File: src/source/nts_dispatcher_config.svh
`ifndef NTS_DISPATCHER_CONFIG_SVH
`define NTS_DISPATCHER_CONFIG_SVH

// ------------------------------
// Datapath widths
// ------------------------------

`define NTS_WORD_WIDTH     64
`define NTS_MASK_WIDTH     8
// 256 words per frame buffer
`define NTS_BUF_ADDR_WIDTH 8
`define NTS_API_ADDR_WIDTH 12
`define NTS_API_DATA_WIDTH 32

// Identity, "NTS-DISP" and "0.02" in ASCII
`define NTS_CORE_NAME    64'h4e_54_53_2d_44_49_53_50
`define NTS_CORE_VERSION 32'h30_2e_30_32

// ------------------------------
// Register map
// ------------------------------

`define NTS_ADDR_NAME0          12'h000
`define NTS_ADDR_NAME1          12'h001
`define NTS_ADDR_VERSION        12'h002
`define NTS_ADDR_BYTES_RX_MSB   12'h00a
`define NTS_ADDR_BYTES_RX_LSB   12'h00b
`define NTS_ADDR_FRAMES_MSB     12'h020
`define NTS_ADDR_FRAMES_LSB     12'h021
`define NTS_ADDR_GOOD_MSB       12'h022
`define NTS_ADDR_GOOD_LSB       12'h023
`define NTS_ADDR_BAD_MSB        12'h024
`define NTS_ADDR_BAD_LSB        12'h025
`define NTS_ADDR_DISPATCHED_MSB 12'h026
`define NTS_ADDR_DISPATCHED_LSB 12'h027

`endif

File: src/source/nts_dispatcher_pkg.sv
`include "nts_dispatcher_config.svh"

package nts_dispatcher_pkg;

  typedef logic [`NTS_WORD_WIDTH-1:0]     mac_word_t;
  typedef logic [`NTS_MASK_WIDTH-1:0]     byte_mask_t;
  typedef logic [`NTS_BUF_ADDR_WIDTH-1:0] buf_addr_t;
  typedef logic [`NTS_API_DATA_WIDTH-1:0] api_word_t;
  typedef logic [63:0]                    stat_count_t;
  typedef logic [3:0]                     byte_count_t;  // 0 to 8 bytes

  // One frame buffer, receive side then readout side
  typedef enum logic [3:0] {
    EMPTY      = 4'd0,
    HAS_DATA   = 4'd1,
    RECEIVED   = 4'd2,
    OUT_READY  = 4'd3,  // Waiting for the engine
    OUT_PRIME  = 4'd4,  // RAM read register filling
    OUT_STREAM = 4'd5,
    OUT_LAST   = 4'd6,
    OUT_DONE   = 4'd7   // Held until discard
  } buf_state_t;

endpackage

File: src/source/nts_dispatcher_if.sv
`timescale 1ns/100ps

// MAC words after alignment, taken in the cycle they are valid
interface rx_word_if;
  logic                           word_valid;  // Mask not zero
  nts_dispatcher_pkg::mac_word_t  word;
  nts_dispatcher_pkg::byte_mask_t mask;        // Raw mask from the MAC
  logic                           sof;
  logic                           good;
  logic                           bad;

  modport src (
    output word_valid, word, mask, sof, good, bad
  );

  modport dst (
    input word_valid, word, mask, sof, good, bad
  );
endinterface

// Statistics events, one count per cycle high
interface stat_event_if;
  logic                            sof;
  logic                            good;
  logic                            bad;
  nts_dispatcher_pkg::byte_count_t byte_count;
  logic                            dispatched;

  modport from_ingest (
    output sof, good, bad, byte_count
  );

  modport from_buffer (
    output dispatched
  );

  modport to_regs (
    input sof, good, bad, byte_count, dispatched
  );
endinterface

File: src/source/nts_rx_ingest.sv
`timescale 1ns/100ps

module nts_rx_ingest (
  input  logic                           i_clk,
  input  logic                           i_areset,
  input  nts_dispatcher_pkg::byte_mask_t i_rx_data_valid,
  input  nts_dispatcher_pkg::mac_word_t  i_rx_data,
  input  logic                           i_rx_bad_frame,
  input  logic                           i_rx_good_frame,
  rx_word_if.src                         rx,
  stat_event_if.from_ingest              stat
);

  nts_dispatcher_pkg::byte_mask_t  prev_mask;
  nts_dispatcher_pkg::byte_count_t n_bytes;
  logic                            contiguous;
  logic [6:0]                      pad_bits;

  // ------------------------------
  // Byte alignment
  // ------------------------------

  always_comb
  begin
    contiguous = 1'b1;
    case (i_rx_data_valid)
      8'hff: n_bytes = 4'd8;
      8'h7f: n_bytes = 4'd7;
      8'h3f: n_bytes = 4'd6;
      8'h1f: n_bytes = 4'd5;
      8'h0f: n_bytes = 4'd4;
      8'h07: n_bytes = 4'd3;
      8'h03: n_bytes = 4'd2;
      8'h01: n_bytes = 4'd1;
      8'h00: n_bytes = 4'd0;
      default:
      begin
        n_bytes    = 4'd0;
        contiguous = 1'b0;  // Odd mask, data kept as is
      end
    endcase
  end

  // Valid bytes move to the top, zeros fill below
  assign pad_bits = {4'd8 - n_bytes, 3'b000};

  assign rx.word       = contiguous ? (i_rx_data << pad_bits) : i_rx_data;
  assign rx.word_valid = (i_rx_data_valid != 8'h00);
  assign rx.mask       = i_rx_data_valid;
  assign rx.good       = i_rx_good_frame;
  assign rx.bad        = i_rx_bad_frame;

  // ------------------------------
  // Start of frame
  // ------------------------------

  always_ff @(posedge i_clk or posedge i_areset)
  begin
    if (i_areset)
      prev_mask <= 8'hff;  // Never 00 out of reset
    else
      prev_mask <= i_rx_data_valid;
  end

  // Idle gap followed by a full word
  assign rx.sof = (prev_mask == 8'h00) && (i_rx_data_valid == 8'hff);

  assign stat.sof        = rx.sof;
  assign stat.good       = i_rx_good_frame;
  assign stat.bad        = i_rx_bad_frame;
  assign stat.byte_count = n_bytes;

  // MAC never ends a frame both ways
  a_good_bad_exclusive: assert property (
    @(posedge i_clk) disable iff (i_areset) !(i_rx_good_frame && i_rx_bad_frame)
  );

endmodule

File: src/flat_wrapper.sv
// flat-port wrapper written by rule: the top's interface ports become plain ports
module nts_rx_ingest_flat 
  (i_clk, i_areset, i_rx_data_valid, i_rx_data, i_rx_bad_frame, i_rx_good_frame, rx_word_valid, rx_word, rx_mask, rx_sof, rx_good, rx_bad, stat_sof, stat_good, stat_bad, stat_byte_count);
  rx_word_if rx_i ();
  stat_event_if stat_i ();
  input  logic i_clk;
  input  logic i_areset;
  input  nts_dispatcher_pkg::byte_mask_t i_rx_data_valid;
  input  nts_dispatcher_pkg::mac_word_t i_rx_data;
  input  logic i_rx_bad_frame;
  input  logic i_rx_good_frame;
  output wire logic [$bits(rx_i.word_valid)-1:0] rx_word_valid;
  output wire logic [$bits(rx_i.word)-1:0] rx_word;
  output wire logic [$bits(rx_i.mask)-1:0] rx_mask;
  output wire logic [$bits(rx_i.sof)-1:0] rx_sof;
  output wire logic [$bits(rx_i.good)-1:0] rx_good;
  output wire logic [$bits(rx_i.bad)-1:0] rx_bad;
  output wire logic [$bits(stat_i.sof)-1:0] stat_sof;
  output wire logic [$bits(stat_i.good)-1:0] stat_good;
  output wire logic [$bits(stat_i.bad)-1:0] stat_bad;
  output wire logic [$bits(stat_i.byte_count)-1:0] stat_byte_count;
  assign rx_word_valid = rx_i.word_valid;
  assign rx_word = rx_i.word;
  assign rx_mask = rx_i.mask;
  assign rx_sof = rx_i.sof;
  assign rx_good = rx_i.good;
  assign rx_bad = rx_i.bad;
  assign stat_sof = stat_i.sof;
  assign stat_good = stat_i.good;
  assign stat_bad = stat_i.bad;
  assign stat_byte_count = stat_i.byte_count;
  nts_rx_ingest u_core (.i_clk(i_clk), .i_areset(i_areset), .i_rx_data_valid(i_rx_data_valid), .i_rx_data(i_rx_data), .i_rx_bad_frame(i_rx_bad_frame), .i_rx_good_frame(i_rx_good_frame), .rx(rx_i), .stat(stat_i));
endmodule
File: config.mk
export PLATFORM = sky130hd
export DESIGN_NAME = nts_rx_ingest_flat
export DESIGN_NICKNAME = d
export VERILOG_FILES = /design/src/source/nts_dispatcher_pkg.sv /design/src/source/nts_dispatcher_if.sv /design/src/source/nts_rx_ingest.sv /design/src/flat_wrapper.sv
export VERILOG_INCLUDE_DIRS = /design/src /design/src/source
export SDC_FILE = /design/constraint.sdc
export NUM_CORES = 1
export LEC_CHECK = 0
export BUFFER_PORTS_ARGS = -buffer_cell sky130_fd_sc_hd__buf_2
export CAP_MARGIN = 20
export CORE_AREA = 2 2 75 84
export DETAILED_ROUTE_END_ITERATION = 8
export DIE_AREA = 0 0 77 86
export PLACE_DENSITY = 0.89
export REMOVE_ABC_BUFFERS = 1
export SYNTH_ARGS = -nofsm -noshare
export SYNTH_HDL_FRONTEND = slang
export SYNTH_SLANG_ARGS = --single-unit
export TNS_END_PERCENT = 30
File: constraint.sdc
create_clock -name i_clk -period 5.1 [get_ports i_clk]
set_clock_uncertainty 0.1 [all_clocks]
set_input_delay 0 -clock i_clk [delete_from_list [all_inputs] [get_ports i_clk]]
set_output_delay 0 -clock i_clk [all_outputs]
set_load 0.02 [all_outputs]
* After elaboration in Yosys (flattened, before gate mapping) *
Index checks and enable logic that the tools add are counted.

word-level totals
  flip-flop bits (word level) = 8
  bits of input ports = 76

cells by class
  add/sub/neg operators = 1
  eq/ne operators = 8
  shift operators = 1
  multiplexer cells = 3
  reductions and logical operators = 5

operator list
  operator             count
  $mux 64              1
  $shl 64x7->64        1
  $pmux 4 s8           1
  $logic_not 8->1      2
  $reduce_or 9->1      1
  $eq 8x1->1 const B   1
  $eq 8x2->1 const B   1
  $eq 8x3->1 const B   1
  $eq 8x4->1 const B   1
  $eq 8x5->1 const B   1
  $eq 8x6->1 const B   1
  $eq 8x7->1 const B   1
  $eq 8x8->1 const B   1
  $reduce_bool 8->1    1
  $sub 4x4->4 const A  1
  $logic_and 1x1->1    1
  $mux 1               1

* Logic depth before layout (Yosys ltp) *
  depth after elaboration = 5
  depth in mapped cells = 12
  gate-level depth less buffers = 10

* Worst setup path after synthesis *
Ideal clock, no wire load.

  path kind = input to output
  start point = input i_rx_data_valid[4]
  end point = output rx_word[36]
  arrival time = 2820 ps
  required time = 5000 ps
  path slack = 2180 ps
  cell stages on the path = 10
  path buffers = 3
  cells stage by stage = or4_4 nor2_4 a31oi_4 buf_2 ha_1 clkbuf_1 buf_1 mux4_2 a22oi_1 nand2_1

on the way
  word-level cells in the longest chain between the ends = 5
  elaborated cells between the ends (all ways) = 15
  classes of those cells = add/sub: 1; eq/ne: 8; shift: 1; mux: 3; reduce/logical: 2

RTL lines
  element                             RTL line             RTL
  from (decl)                         flat_wrapper.sv:8    input nts_dispatcher_pkg::byte_mask_t i_rx_data_valid;
  $eq 8x1->1 (tied with other cells)  nts_rx_ingest.sv:26  case (i_rx_data_valid)
  $pmux 4 s8                          nts_rx_ingest.sv:26
  $sub 4x4->4                         nts_rx_ingest.sv:45  assign pad_bits = {4'd8 - n_bytes, 3'b000};
  $shl 64x7->64                       nts_rx_ingest.sv:47  assign rx.word = contiguous ? (i_rx_data << pad_bits) : i_rx_data;
  $mux 64 (*)                         nts_rx_ingest.sv:47
  to (decl)                           flat_wrapper.sv:13   output wire logic [$bits(rx_i.word)-1:0] rx_word;

Every way passes the cells marked *; elsewhere a longest branch is shown, timed or not.

* Worst setup path in the final report *
  start point = input i_rx_data_valid[7]
  end point = output rx_word[37]

Same word-level chain as after synthesis.

==> run summary <==
FFs w/ async S/R, synth: 100%
Root buffer cell: clkbuf_8
Power Density: 116 nW/um^2
Synth Flop Type: dfstp_2
CTS buffer count: 3
GRT overflow: 0
Worst Max-Slew Pin Slew: 1.09 ns
Core Util, Final: 64.0%
Switch share: 46.3%
Pleak: 0.00158 uW
Sequential Power Share: 16.5%
P_sw: 198 uW
Max VDD drop: 91.1 uV
IO Count: 159
Cell Int Power: 230 uW
Endpoints failing hold: 0
Initial antenna violation count: 0
DRT Pass-1 Iters: 5
Antenna diodes: 0
Post-layout min period: 4.33 ns
Hold endpoint: rx_word[59]
Req. time, crit path: 5.00 ns
Syn_area_per_cell: 8.17 um^2
CP endpoint kind: primary output
Setup TNS: 0 ns
All-layer global routing usage: 30.8%
Fin. max-slew vios: 0
Hold Path Depth: 4
Netlist cell types: 54
Rel. slew slack: 27.0%
Reg with most FFs: u_core.prev_mask
Vias per cell: 6.53
DRC: 0
CTS tree: done
Final setup fails: 0
Fin nets: 560
Avg WL per Cell: 19.2 um
Register area share after synthesis: 7.41%
Core Region: 5730 um^2
Port buffer count: 152
Clock sinks: 8
Startpoint class of the critical path: input port
Unrepaired setup endpoints after global routing: false
DR vias: 3641
WS Path Type: input port to primary output
Gate power share: 65.2%
Clock buffer depth: 2
Status: finished clean
FP Rows: 29
Syn. warnings: 0
Die area: 6620 um^2
Vias in the first global route: 3501
HP Start: i_rx_data[59]
H-tree levels: 1
Die Y: 86 um
Synth Register Bits: 8
Area growth, synth to finish: 29.4%
Worst-path fanout max: 20
Global-route wire length before repair: 16800 um
Maxcap violations: 0
Clock network fraction of design power: 18.4%
Layout cells sized above 1: 41.6%
Tcrit/Tclk final: 84.8%
Largest net degree at the start of global routing: 71
Synthesized cell area: 2840 um^2
Biggest regs: u_core.prev_mask x8
ANT nets after route: 0
Post-DP HPWL: 7410 um
GPL Wtd Cong: 0.874
Routed Wire Length: 10700 um
Starting DRT DRC Count: 342
Initial core utilization: 49.5%
Die W: 77 um
Post-synth EDFFs: 0
Largest register FFs: 8
Max frequency: 231 MHz
Hold Path Class: input port to primary output
Crit path DAT: 4.23 ns
Cells after synthesis: 347
worst max-delay path by stage:
stage	from	to	slack [ns]	depth (start not counted)
floorplan	i_rx_data_valid[4]	rx_word[32]	1.37	9
global placement	i_rx_data_valid[7]	rx_word[63]	1.55	12
detailed placement	i_rx_data_valid[7]	rx_word[32]	1.40	12
CTS	i_rx_data_valid[5]	rx_word[32]	0.81	13
global route	i_rx_data_valid[5]	rx_word[46]	0.56	13
finish	i_rx_data_valid[7]	rx_word[37]	0.77	13
through the flow:
step	instances	worst slack (ns)	power (uW)	instance area (um^2)	hold WS, ns
CTS	557	0.806	424	3670	0.245
global route	558	0.561	451	3670	0.259
floorplan	307	1.37	218	2590	-0.100
finish	558	0.773	427	3670	0.245
global placement	543	1.55	329	3510	-0.0998
detailed placement	543	1.40	335	3510	-0.0998
routing by layer:
layer,global-route usage (%),part of all wire [%]
met1,36.7,38
met2,55.3,51
met3,4.53,8.6
met4,13.0,2.1
met5,0,0
layout by cell type (no fill, tap or decap), types with 3 or more instances in the layout:
cell,n
a32o_1,8
nand3_1,4
nor2_1,14
clkbuf_8,3
nor3_1,4
inv_1,11
and2_1,8
o21ai_0,15
mux2i_1,57
o2bb2ai_1,5
mux4_2,13
o22ai_1,3
nor2b_1,7
dfstp_2,8
a221o_1,25
a32oi_1,5
mux2_1,6
nand2b_1,3
buf_2,152
buf_4,7
a22oi_1,5
o21ai_1,11
o22a_1,3
a222oi_1,5
nand2_1,52
dlygate4sd3_1,11
timing repair:
action,CTS,global route
setup buffers,0,0
hold buffers,11,0
endpoints found under the hold margin,20,0
gates resized for setup,0,0
power groups by stage:
| stage | clock [uW] | sequential, uW | combinational, uW |
|---|---|---|---|
| finish | 78.5 | 70.3 | 279 |
| CTS | 79.3 | 70.4 | 275 |
| global route | 83.6 | 70.7 | 297 |
| floorplan | 0 | 70.8 | 147 |
| detailed placement | 0 | 71.1 | 264 |
| global placement | 0 | 70.9 | 258 |
Yosys cell counts, types with 3 or more instances:
master,count,share of area (%)
clkbuf_1,14,1.9
mux2i_1,57,20
o22ai_1,3,0.66
nor2b_1,7,1.5
a222oi_1,5,1.8
a22oi_1,5,1.3
a32o_1,8,2.8
nand2b_1,3,0.66
buf_6,5,2.0
a221o_1,25,8.8
o2bb2ai_1,5,1.5
nor2_1,15,2.0
nor3_1,4,0.71
nand3_1,4,0.71
mux4_2,13,10
a32oi_1,5,1.5
o21ai_0,16,2.8
mux2_1,6,2.4
o22a_1,3,0.93
inv_1,11,1.5
nand2_1,52,6.9
buf_2,4,0.71
buf_4,15,4.0
and2_1,8,1.8
o21ai_1,10,1.8
dfstp_2,8,7.4
cells by family after synthesis:
logic type | share of synthesized area (%)
muxes | 33.6
adders and majority gates | 0.441
buffers and inverters | 10.6
xor gates and xnor gates | 0.309
DFF | 7.41
and+or+nand+nor | 19.0
AOI/OAI and AO/OA | 28.6
critical path, stage by stage:
cell and delay, ns:
dlygate4sd3_1 0.53, buf_2 0.18, or4_4 0.56, nor2_4 0.19, a31oi_4 0.27, ha_1 0.31
a2111oi_2 0.49, o221ai_1 0.19, buf_4 0.24, o21bai_1 0.82, a32oi_1 0.09, o21ai_1 0.15
buf_2 0.19
layout make-up:
class | instances | area [um^2]
multi-input combinational | 286 | 2340
fill | 547 | 2060
timing repair buffer | 171 | 928
sequential | 8 | 210
tap | 77 | 96.3
inverter | 13 | 51.3
clock buffer | 3 | 41.3
Note: power is estimated with default switching activity, not from simulation.
