<file path="src/source/nts_dispatcher_config.svh">
`ifndef NTS_DISPATCHER_CONFIG_SVH
`define NTS_DISPATCHER_CONFIG_SVH

// ------------------------------
// Datapath widths
// ------------------------------

`define NTS_WORD_WIDTH     64
`define NTS_MASK_WIDTH     8
// 256 words per frame buffer
`define NTS_BUF_ADDR_WIDTH 8
`define NTS_API_ADDR_WIDTH 12
`define NTS_API_DATA_WIDTH 32

// Identity, "NTS-DISP" and "0.02" in ASCII
`define NTS_CORE_NAME    64'h4e_54_53_2d_44_49_53_50
`define NTS_CORE_VERSION 32'h30_2e_30_32

// ------------------------------
// Register map
// ------------------------------

`define NTS_ADDR_NAME0          12'h000
`define NTS_ADDR_NAME1          12'h001
`define NTS_ADDR_VERSION        12'h002
`define NTS_ADDR_BYTES_RX_MSB   12'h00a
`define NTS_ADDR_BYTES_RX_LSB   12'h00b
`define NTS_ADDR_FRAMES_MSB     12'h020
`define NTS_ADDR_FRAMES_LSB     12'h021
`define NTS_ADDR_GOOD_MSB       12'h022
`define NTS_ADDR_GOOD_LSB       12'h023
`define NTS_ADDR_BAD_MSB        12'h024
`define NTS_ADDR_BAD_LSB        12'h025
`define NTS_ADDR_DISPATCHED_MSB 12'h026
`define NTS_ADDR_DISPATCHED_LSB 12'h027

`endif

</file>
<file path="src/source/nts_dispatcher_pkg.sv">
`include "nts_dispatcher_config.svh"

package nts_dispatcher_pkg;

  typedef logic [`NTS_WORD_WIDTH-1:0]     mac_word_t;
  typedef logic [`NTS_MASK_WIDTH-1:0]     byte_mask_t;
  typedef logic [`NTS_BUF_ADDR_WIDTH-1:0] buf_addr_t;
  typedef logic [`NTS_API_DATA_WIDTH-1:0] api_word_t;
  typedef logic [63:0]                    stat_count_t;
  typedef logic [3:0]                     byte_count_t;  // 0 to 8 bytes

  // One frame buffer, receive side then readout side
  typedef enum logic [3:0] {
    EMPTY      = 4'd0,
    HAS_DATA   = 4'd1,
    RECEIVED   = 4'd2,
    OUT_READY  = 4'd3,  // Waiting for the engine
    OUT_PRIME  = 4'd4,  // RAM read register filling
    OUT_STREAM = 4'd5,
    OUT_LAST   = 4'd6,
    OUT_DONE   = 4'd7   // Held until discard
  } buf_state_t;

endpackage

</file>
<file path="src/source/nts_dispatcher_if.sv">


// Statistics events, one count per cycle high
interface stat_event_if;
  logic                            sof;
  logic                            good;
  logic                            bad;
  nts_dispatcher_pkg::byte_count_t byte_count;
  logic                            dispatched;

  modport from_ingest (
    output sof, good, bad, byte_count
  );

  modport from_buffer (
    output dispatched
  );

  modport to_regs (
    input sof, good, bad, byte_count, dispatched
  );
endinterface

</file>
<file path="src/source/nts_dispatcher_regs.sv">
`timescale 1ns/100ps
`include "nts_dispatcher_config.svh"

module nts_dispatcher_regs (
  input  logic                          i_clk,
  input  logic                          i_areset,
  stat_event_if.to_regs                 stat,
  input  logic                          i_api_cs,
  input  logic                          i_api_we,
  input  logic [`NTS_API_ADDR_WIDTH-1:0] i_api_address,
  output nts_dispatcher_pkg::api_word_t o_api_read_data
);

  localparam int NUM_CNT        = 5;
  localparam int CNT_FRAMES     = 0;
  localparam int CNT_GOOD       = 1;
  localparam int CNT_BAD        = 2;
  localparam int CNT_DISPATCHED = 3;
  localparam int CNT_BYTES      = 4;

  localparam logic [63:0] CORE_NAME = `NTS_CORE_NAME;

  // Indexed by the CNT_ constants
  localparam logic [`NTS_API_ADDR_WIDTH-1:0] MSB_ADDR [NUM_CNT] = '{
    `NTS_ADDR_FRAMES_MSB,
    `NTS_ADDR_GOOD_MSB,
    `NTS_ADDR_BAD_MSB,
    `NTS_ADDR_DISPATCHED_MSB,
    `NTS_ADDR_BYTES_RX_MSB
  };
  localparam logic [`NTS_API_ADDR_WIDTH-1:0] LSB_ADDR [NUM_CNT] = '{
    `NTS_ADDR_FRAMES_LSB,
    `NTS_ADDR_GOOD_LSB,
    `NTS_ADDR_BAD_LSB,
    `NTS_ADDR_DISPATCHED_LSB,
    `NTS_ADDR_BYTES_RX_LSB
  };

  nts_dispatcher_pkg::stat_count_t cnt [NUM_CNT];
  nts_dispatcher_pkg::stat_count_t cnt_inc [NUM_CNT];
  nts_dispatcher_pkg::api_word_t   cnt_lsb [NUM_CNT];  // Latched on MSB read
  logic [NUM_CNT-1:0]              lsb_we;

  // ------------------------------
  // Statistics counters
  // ------------------------------

  always_comb
  begin
    cnt_inc[CNT_FRAMES]     = nts_dispatcher_pkg::stat_count_t'(stat.sof);
    cnt_inc[CNT_GOOD]       = nts_dispatcher_pkg::stat_count_t'(stat.good);
    cnt_inc[CNT_BAD]        = nts_dispatcher_pkg::stat_count_t'(stat.bad);
    cnt_inc[CNT_DISPATCHED] = nts_dispatcher_pkg::stat_count_t'(stat.dispatched);
    cnt_inc[CNT_BYTES]      = nts_dispatcher_pkg::stat_count_t'(stat.byte_count);
  end

  always_ff @(posedge i_clk or posedge i_areset)
  begin
    if (i_areset)
    begin
      for (int i = 0; i < NUM_CNT; i++)
      begin
        cnt[i]     <= '0;
        cnt_lsb[i] <= '0;
      end
    end
    else
    begin
      for (int i = 0; i < NUM_CNT; i++)
      begin
        cnt[i] <= cnt[i] + cnt_inc[i];
        if (lsb_we[i])
          cnt_lsb[i] <= cnt[i][31:0];  // Value seen with the MSB
      end
    end
  end

  // ------------------------------
  // Read decoder
  // ------------------------------

  always_comb
  begin
    o_api_read_data = '0;
    lsb_we          = '0;
    if (i_api_cs && !i_api_we)
    begin
      case (i_api_address)
        `NTS_ADDR_NAME0:   o_api_read_data = CORE_NAME[63:32];
        `NTS_ADDR_NAME1:   o_api_read_data = CORE_NAME[31:0];
        `NTS_ADDR_VERSION: o_api_read_data = `NTS_CORE_VERSION;
        default:
        begin
          for (int i = 0; i < NUM_CNT; i++)
          begin
            if (i_api_address == MSB_ADDR[i])
            begin
              o_api_read_data = cnt[i][63:32];
              lsb_we[i]       = 1'b1;
            end
            if (i_api_address == LSB_ADDR[i])
              o_api_read_data = cnt_lsb[i];
          end
        end
      endcase
    end
  end

endmodule

</file>
<file path="src/flat_wrapper.sv">
// flat-port wrapper written by rule: the top's interface ports become plain ports
module nts_dispatcher_regs_flat 
  (i_clk, i_areset, i_api_cs, i_api_we, i_api_address, o_api_read_data, stat_sof, stat_good, stat_bad, stat_byte_count, stat_dispatched);
  stat_event_if stat_i ();
  input  logic i_clk;
  input  logic i_areset;
  input  logic i_api_cs;
  input  logic i_api_we;
  input  logic [`NTS_API_ADDR_WIDTH-1:0] i_api_address;
  output nts_dispatcher_pkg::api_word_t o_api_read_data;
  input wire logic [$bits(stat_i.sof)-1:0] stat_sof;
  input wire logic [$bits(stat_i.good)-1:0] stat_good;
  input wire logic [$bits(stat_i.bad)-1:0] stat_bad;
  input wire logic [$bits(stat_i.byte_count)-1:0] stat_byte_count;
  input wire logic [$bits(stat_i.dispatched)-1:0] stat_dispatched;
  assign stat_i.sof = stat_sof;
  assign stat_i.good = stat_good;
  assign stat_i.bad = stat_bad;
  assign stat_i.byte_count = stat_byte_count;
  assign stat_i.dispatched = stat_dispatched;
  nts_dispatcher_regs u_core (.i_clk(i_clk), .i_areset(i_areset), .stat(stat_i), .i_api_cs(i_api_cs), .i_api_we(i_api_we), .i_api_address(i_api_address), .o_api_read_data(o_api_read_data));
endmodule
</file>
<file path="config.mk">
export PLATFORM = sky130hd
export DESIGN_NAME = nts_dispatcher_regs_flat
export DESIGN_NICKNAME = d
export VERILOG_FILES = /design/src/source/nts_dispatcher_pkg.sv /design/src/source/nts_dispatcher_if.sv /design/src/source/nts_dispatcher_regs.sv /design/src/flat_wrapper.sv
export VERILOG_INCLUDE_DIRS = /design/src /design/src/source
export SDC_FILE = /design/constraint.sdc
export NUM_CORES = 1
export LEC_CHECK = 0
export BUFFER_PORTS_ARGS = -buffer_cell sky130_fd_sc_hd__buf_2
export CORE_ASPECT_RATIO = 1.1
export CORE_MARGIN = 10
export CORE_UTILIZATION = 60
export CTS_CLUSTER_DIAMETER = 40
export DETAILED_ROUTE_END_ITERATION = 8
export GPL_TIMING_DRIVEN = 0
export PLACE_DENSITY = 0.8
export RECOVER_POWER = 25
export REMOVE_ABC_BUFFERS = 1
export SYNTH_ARGS = -nofsm -noshare
export SYNTH_HDL_FRONTEND = slang
export SYNTH_SLANG_ARGS = --single-unit
</file>
<file path="constraint.sdc">
create_clock -name i_clk -period 46.3 [get_ports i_clk]
set_input_delay 9.26 -clock i_clk [delete_from_list [all_inputs] [get_ports i_clk]]
set_output_delay 9.26 -clock i_clk [all_outputs]
set_load 0.005 [all_outputs]
</file>
# == Word-level counts from Yosys, hierarchy flattened ==
# Cells that the tools add are included.
# totals
reg_bits,480
in_bits,24
output_inout_bits,32
elab_cells,50
# op_classes
n_addsub,5
eq_ne,12
n_mux,19
reduce_logical,4
# ops
op,count
$mux W32,11
$add A64 B1 Y64,4
$eq A12 B6 Y1 const B,8
$pmux W32 S3,1
$add A64 B4 Y64,1
$eq A12 B4 Y1 const B,2
$eq A12 B1 Y1 const B,1
$eq A12 B2 Y1 const B,1
$logic_not A12 Y1,1
$mux W5,2
$mux W1,5
$reduce_or A3 Y1,1
$logic_and A1 B1 Y1,1
$logic_not A1 Y1,1

# == Depth between registers and ports, before layout ==
# logic_depth
ltp_word,13
mapped_depth,8

# == Least setup slack after synthesis ==
# No wires, ideal clock.
# synth_path
kind,in2out
start,in i_api_address[9]
end,out o_api_read_data[27]
t_arrival_ns,11.065
path_slack_ns,25.975
stages,8
cell_sequence,or4_1 buf_2 buf_2 nor3_1 buf_2 buf_2 a22oi_1 a31oi_1
# synth_between
elab_chain_cells,13
elab_cells_between_ends,25
# synth_rtl
element,line_no,rtl
"start, declared",flat_wrapper.sv:9,input logic [`NTS_API_ADDR_WIDTH-1:0] i_api_address;
$eq A12 B6 Y1,nts_dispatcher_regs.sv:96,if (i_api_address == MSB_ADDR[i])
$mux W32,nts_dispatcher_regs.sv:96,
$mux W32,nts_dispatcher_regs.sv:101,if (i_api_address == LSB_ADDR[i])
$mux W32,nts_dispatcher_regs.sv:96,
$mux W32,nts_dispatcher_regs.sv:101,
$mux W32,nts_dispatcher_regs.sv:96,
$mux W32,nts_dispatcher_regs.sv:101,
$mux W32,nts_dispatcher_regs.sv:96,
$mux W32,nts_dispatcher_regs.sv:101,
$mux W32,nts_dispatcher_regs.sv:96,
$mux W32,nts_dispatcher_regs.sv:101,
$pmux W32 S3 *,nts_dispatcher_regs.sv:88,case (i_api_address)
$mux W32 *,nts_dispatcher_regs.sv:86,if (i_api_cs && !i_api_we)
"end, declared",flat_wrapper.sv:10,output nts_dispatcher_pkg::api_word_t o_api_read_data;
# Every way passes the cells marked *; elsewhere a longest branch is shown, timed or not.

# == Worst setup path after layout ==
# layout_path
start,in i_api_address[9]
end,out o_api_read_data[12]
# Same word-level chain as after synthesis.

==> metrics.yaml <==
global_routing:
  grt_max_degree: 122
  grt_pass1_wl_um: 100400
  grtUsageTotal_pct: 27.04
  antenna_found_initial: 1
  grt_overflow: 0
  grt_pass1_vias: 17314
worst_setup_path:
  ff2ff_path_depth: 7
  critical_path_required_ns: 37.04
  cp_cell_sequence: "buf_2, or4_1, nor4_4, nor2_1, o211a_1, nor3_1, buf_2"
  path_buf_inv: 2
  critPathCaptureType: "output pin"
  reg2reg_slack_ns: 42.83
  worstReg2RegStart: "u_core.cnt[256]"
  cp-endpoint: "o_api_read_data[12]"
  crit_start: "i_api_address[9]"
  critPathMostFrequentCell: "buf_2"
  critical_path.max_fanout: 19
  arrival_ns: 12.70
  cp_slowest_cell: "nor4_4"
  crit_path_start_kind: "input port"
  cpPeakStageDelay_ns: 1.26
  worstReg2RegEnd: "u_core.cnt[316]"
  path_class: "input port to output pin"
  crit_cells: 7
  critPathTopFamily: "simple AND/OR/NAND/NOR gates"
die:
  dieArea_um2: 47180
  core-area_um2: 38290
  fp-row-count: 75
  die_w_um: 208.0
  die_h_um: 226.8
  ios: 56
  start_util_pct: 60.93
clock_network:
  cts_made_buffers: 60
  clockBufferDepth: 3
  cts-root-buf: "clkbuf_16"
  cts_setup_buffers: 0
  cts_tree: "yes"
  cts_hold_buf: 0
  cts.sinks: 480
  htree_levels: 2
  clk_pin_slew_worst_paths_ns: 0.06
  insertion_delay_ns: 0.64
  cts_resized: 0
timing:
  slew_headroom_pct: -328.5
  report.final.hold_viol_count: 0
  setup_viol: 0
  worst_pin_slew_ns: 6.428
  slew_viol_final: 243
  fmax_mhz: 45.54
  fin_crit_sh_pct: 47.42
  finalSetupTns_ns: 0
  rsz0062_at_grt: "no"
  fin_skew_ns: 0.02440
  period_needed_ns: 21.96
routing:
  wl_per_cell_um: 24.05
  drc_errors: 0
  drtAntennaViolNets: 0
  drt-pass1-iter-count: 8
  vias_per_cell: 6.492
  num_vias: 17205
  wl_um: 63720
  drtIter0Drc: 2070
status:
  violations: "max-capacitance violations, max-slew violations"
  status: "finished, violations left"
cells_and_area:
  instances_no_fill: 2650
  final_cell_area_um2: 26240
  layout-drive-gt1-share_pct: 18.74
  final_nets: 2136
  area_delta_synth_final_pct: 12.46
  antennaDiodeCount: 0
synthesis:
  yosysSeqAreaShare_pct: 51.49
  yosys.cell_types.count: 68
  synth-edff-count: 0
  avgSynthCellArea_um2: 11.47
  synthTopCellsByCount: "dfrtp_1, nand2_1, xnor2_1"
  yosys_warnings: 0
  synth_top_area_share_pct: 51.49
  syn_inst: 2034
  syn-cell-area_um2: 23330
  synth_most_common_cell: "dfrtp_1"
  yosysTopAreaCell: "dfrtp_1"
  synthArstFlopShare_pct: 100.0
  ys_seq_elements: 480
  ys.flop_type: "dfrtp_1"
  synthTopCellsByArea: "dfrtp_1, mux2_2, xnor2_1"
place:
  portBuffers: 55
  detailed_place.area_um2: 24260
  gp_congestion: 0.9733
  dpl.hpwl_um: 45340
  dpl.cell_count: 2537
power_and_ir_drop:
  pwr-share-clk_pct: 47.3
  powerDensity_nw_per_um2: 37.56
  p_sw_w: 0.0002522
  switching_share_pct: 25.59
  p_comb_share_pct: 6.1
  max-vdd-ir-drop_v: 0.00003301
  p_int_w: 0.0007333
  p_leak_nw: 12.32
  seqPwrFrac_pct: 46.5
run:
  maxCapViolCount: 2
worst_hold_path:
  worstHoldPathType: "flop to flop"
cells in the final DEF, fill, tap and decap left out, types with 7 or more instances in the layout:
cell type,n
mux2i_1,9
and2_1,10
nor2_1,114
and3_1,32
o211a_1,14
nand4_1,107
xnor2_1,159
a22oi_1,33
mux2_4,30
o221ai_1,7
nor4_1,37
or3_1,8
inv_1,52
ha_1,12
a21oi_1,30
nor4_2,9
clkbuf_8,10
clkbuf_1,9
clkbuf_16,60
clkinvlp_4,7
xor2_1,151
mux4_2,38
a211oi_1,9
nand3_1,101
dfrtp_1,480
mux2_2,125
o21ai_0,28
nor3_1,91
clkinv_2,12
nand2_1,167
nand2b_1,8
nor2b_1,7
and4_1,16
buf_2,52
metrics by stage:
stage | util, % | power [W] | hold slack [ns] | setup WS (ns)
after CTS | 68.66 | 0.0009909 | 0.4703 | 24.45
final | 68.52 | 0.0009855 | 0.4696 | 24.34
after floorplan | - | 0.0005001 | 0.4365 | 23.65
after global routing | 68.52 | 0.001015 | 0.4774 | 24.26
after global placement | 62.44 | 0.0005186 | 0.4530 | 18.93
after detailed placement | 63.37 | 0.0005244 | 0.4626 | 24.46
kinds of logic (layout without fill, tap and decap cells):
group	Yosys count	count (layout)	synth area share, %
AO/OA/AOI/OAI	161	161	4.924
XOR/XNOR	310	310	11.64
adder cells (fa/ha/maj)	13	13	0.7294
buffers and inverters	121	237	2.247
flip-flops	480	480	51.49
multiplexers	203	203	12.07
AND/OR/NAND/NOR	746	746	16.91
how the worst min path moves through the flow:
stage                          startpoint               to  slack (ns)  cells after the start
final                     u_core.cnt[255]  u_core.cnt[255]        0.47                      1
after CTS                 u_core.cnt[255]  u_core.cnt[255]        0.47                      1
after global placement    u_core.cnt[255]  u_core.cnt[255]        0.45                      1
after detailed placement  u_core.cnt[255]  u_core.cnt[255]        0.46                      1
after floorplan           u_core.cnt[191]  u_core.cnt[191]        0.44                      1
after global routing      u_core.cnt[255]  u_core.cnt[255]        0.48                      1
flip-flops by register name (all words and copies together), names as in the netlist:
signal,flops
u_core.cnt,320
u_core.cnt_lsb,160
area by class of cell:
class | instances | area (µm²)
Clock buffer | 76 | 1662
Clock inverter | 37 | 362.8
Fill cell | 2646 | 12050
Inverter | 54 | 203.9
Multi-Input combinational cell | 1433 | 10840
Sequential cell | 480 | 12010
Tap cell | 500 | 625.6
Timing Repair Buffer | 70 | 534.3
metal layers:
metal / global-route usage, % / up-vias / wire length [µm]
li1: - / 7470 / -
met1: 33.51 / 8651 / 24380
met3: 5.339 / 225 / 4777
met2: 42.68 / 859 / 29820
met5: 0 / - / 0
met4: 17.91 / 0 / 4744
power by group through the flow:
stage / Combinational, W / Sequential (W) / Clock [W]
after global routing: 0.0000669 / 0.000461 / 0.000488
after detailed placement: 0.0000597 / 0.000465 / 0
after CTS: 0.0000612 / 0.000458 / 0.000472
final: 0.0000606 / 0.000458 / 0.000466
after floorplan: 0.0000411 / 0.000459 / 0
after global placement: 0.0000552 / 0.000463 / 0
No activity file was read; power rests on OpenSTA's default activity.
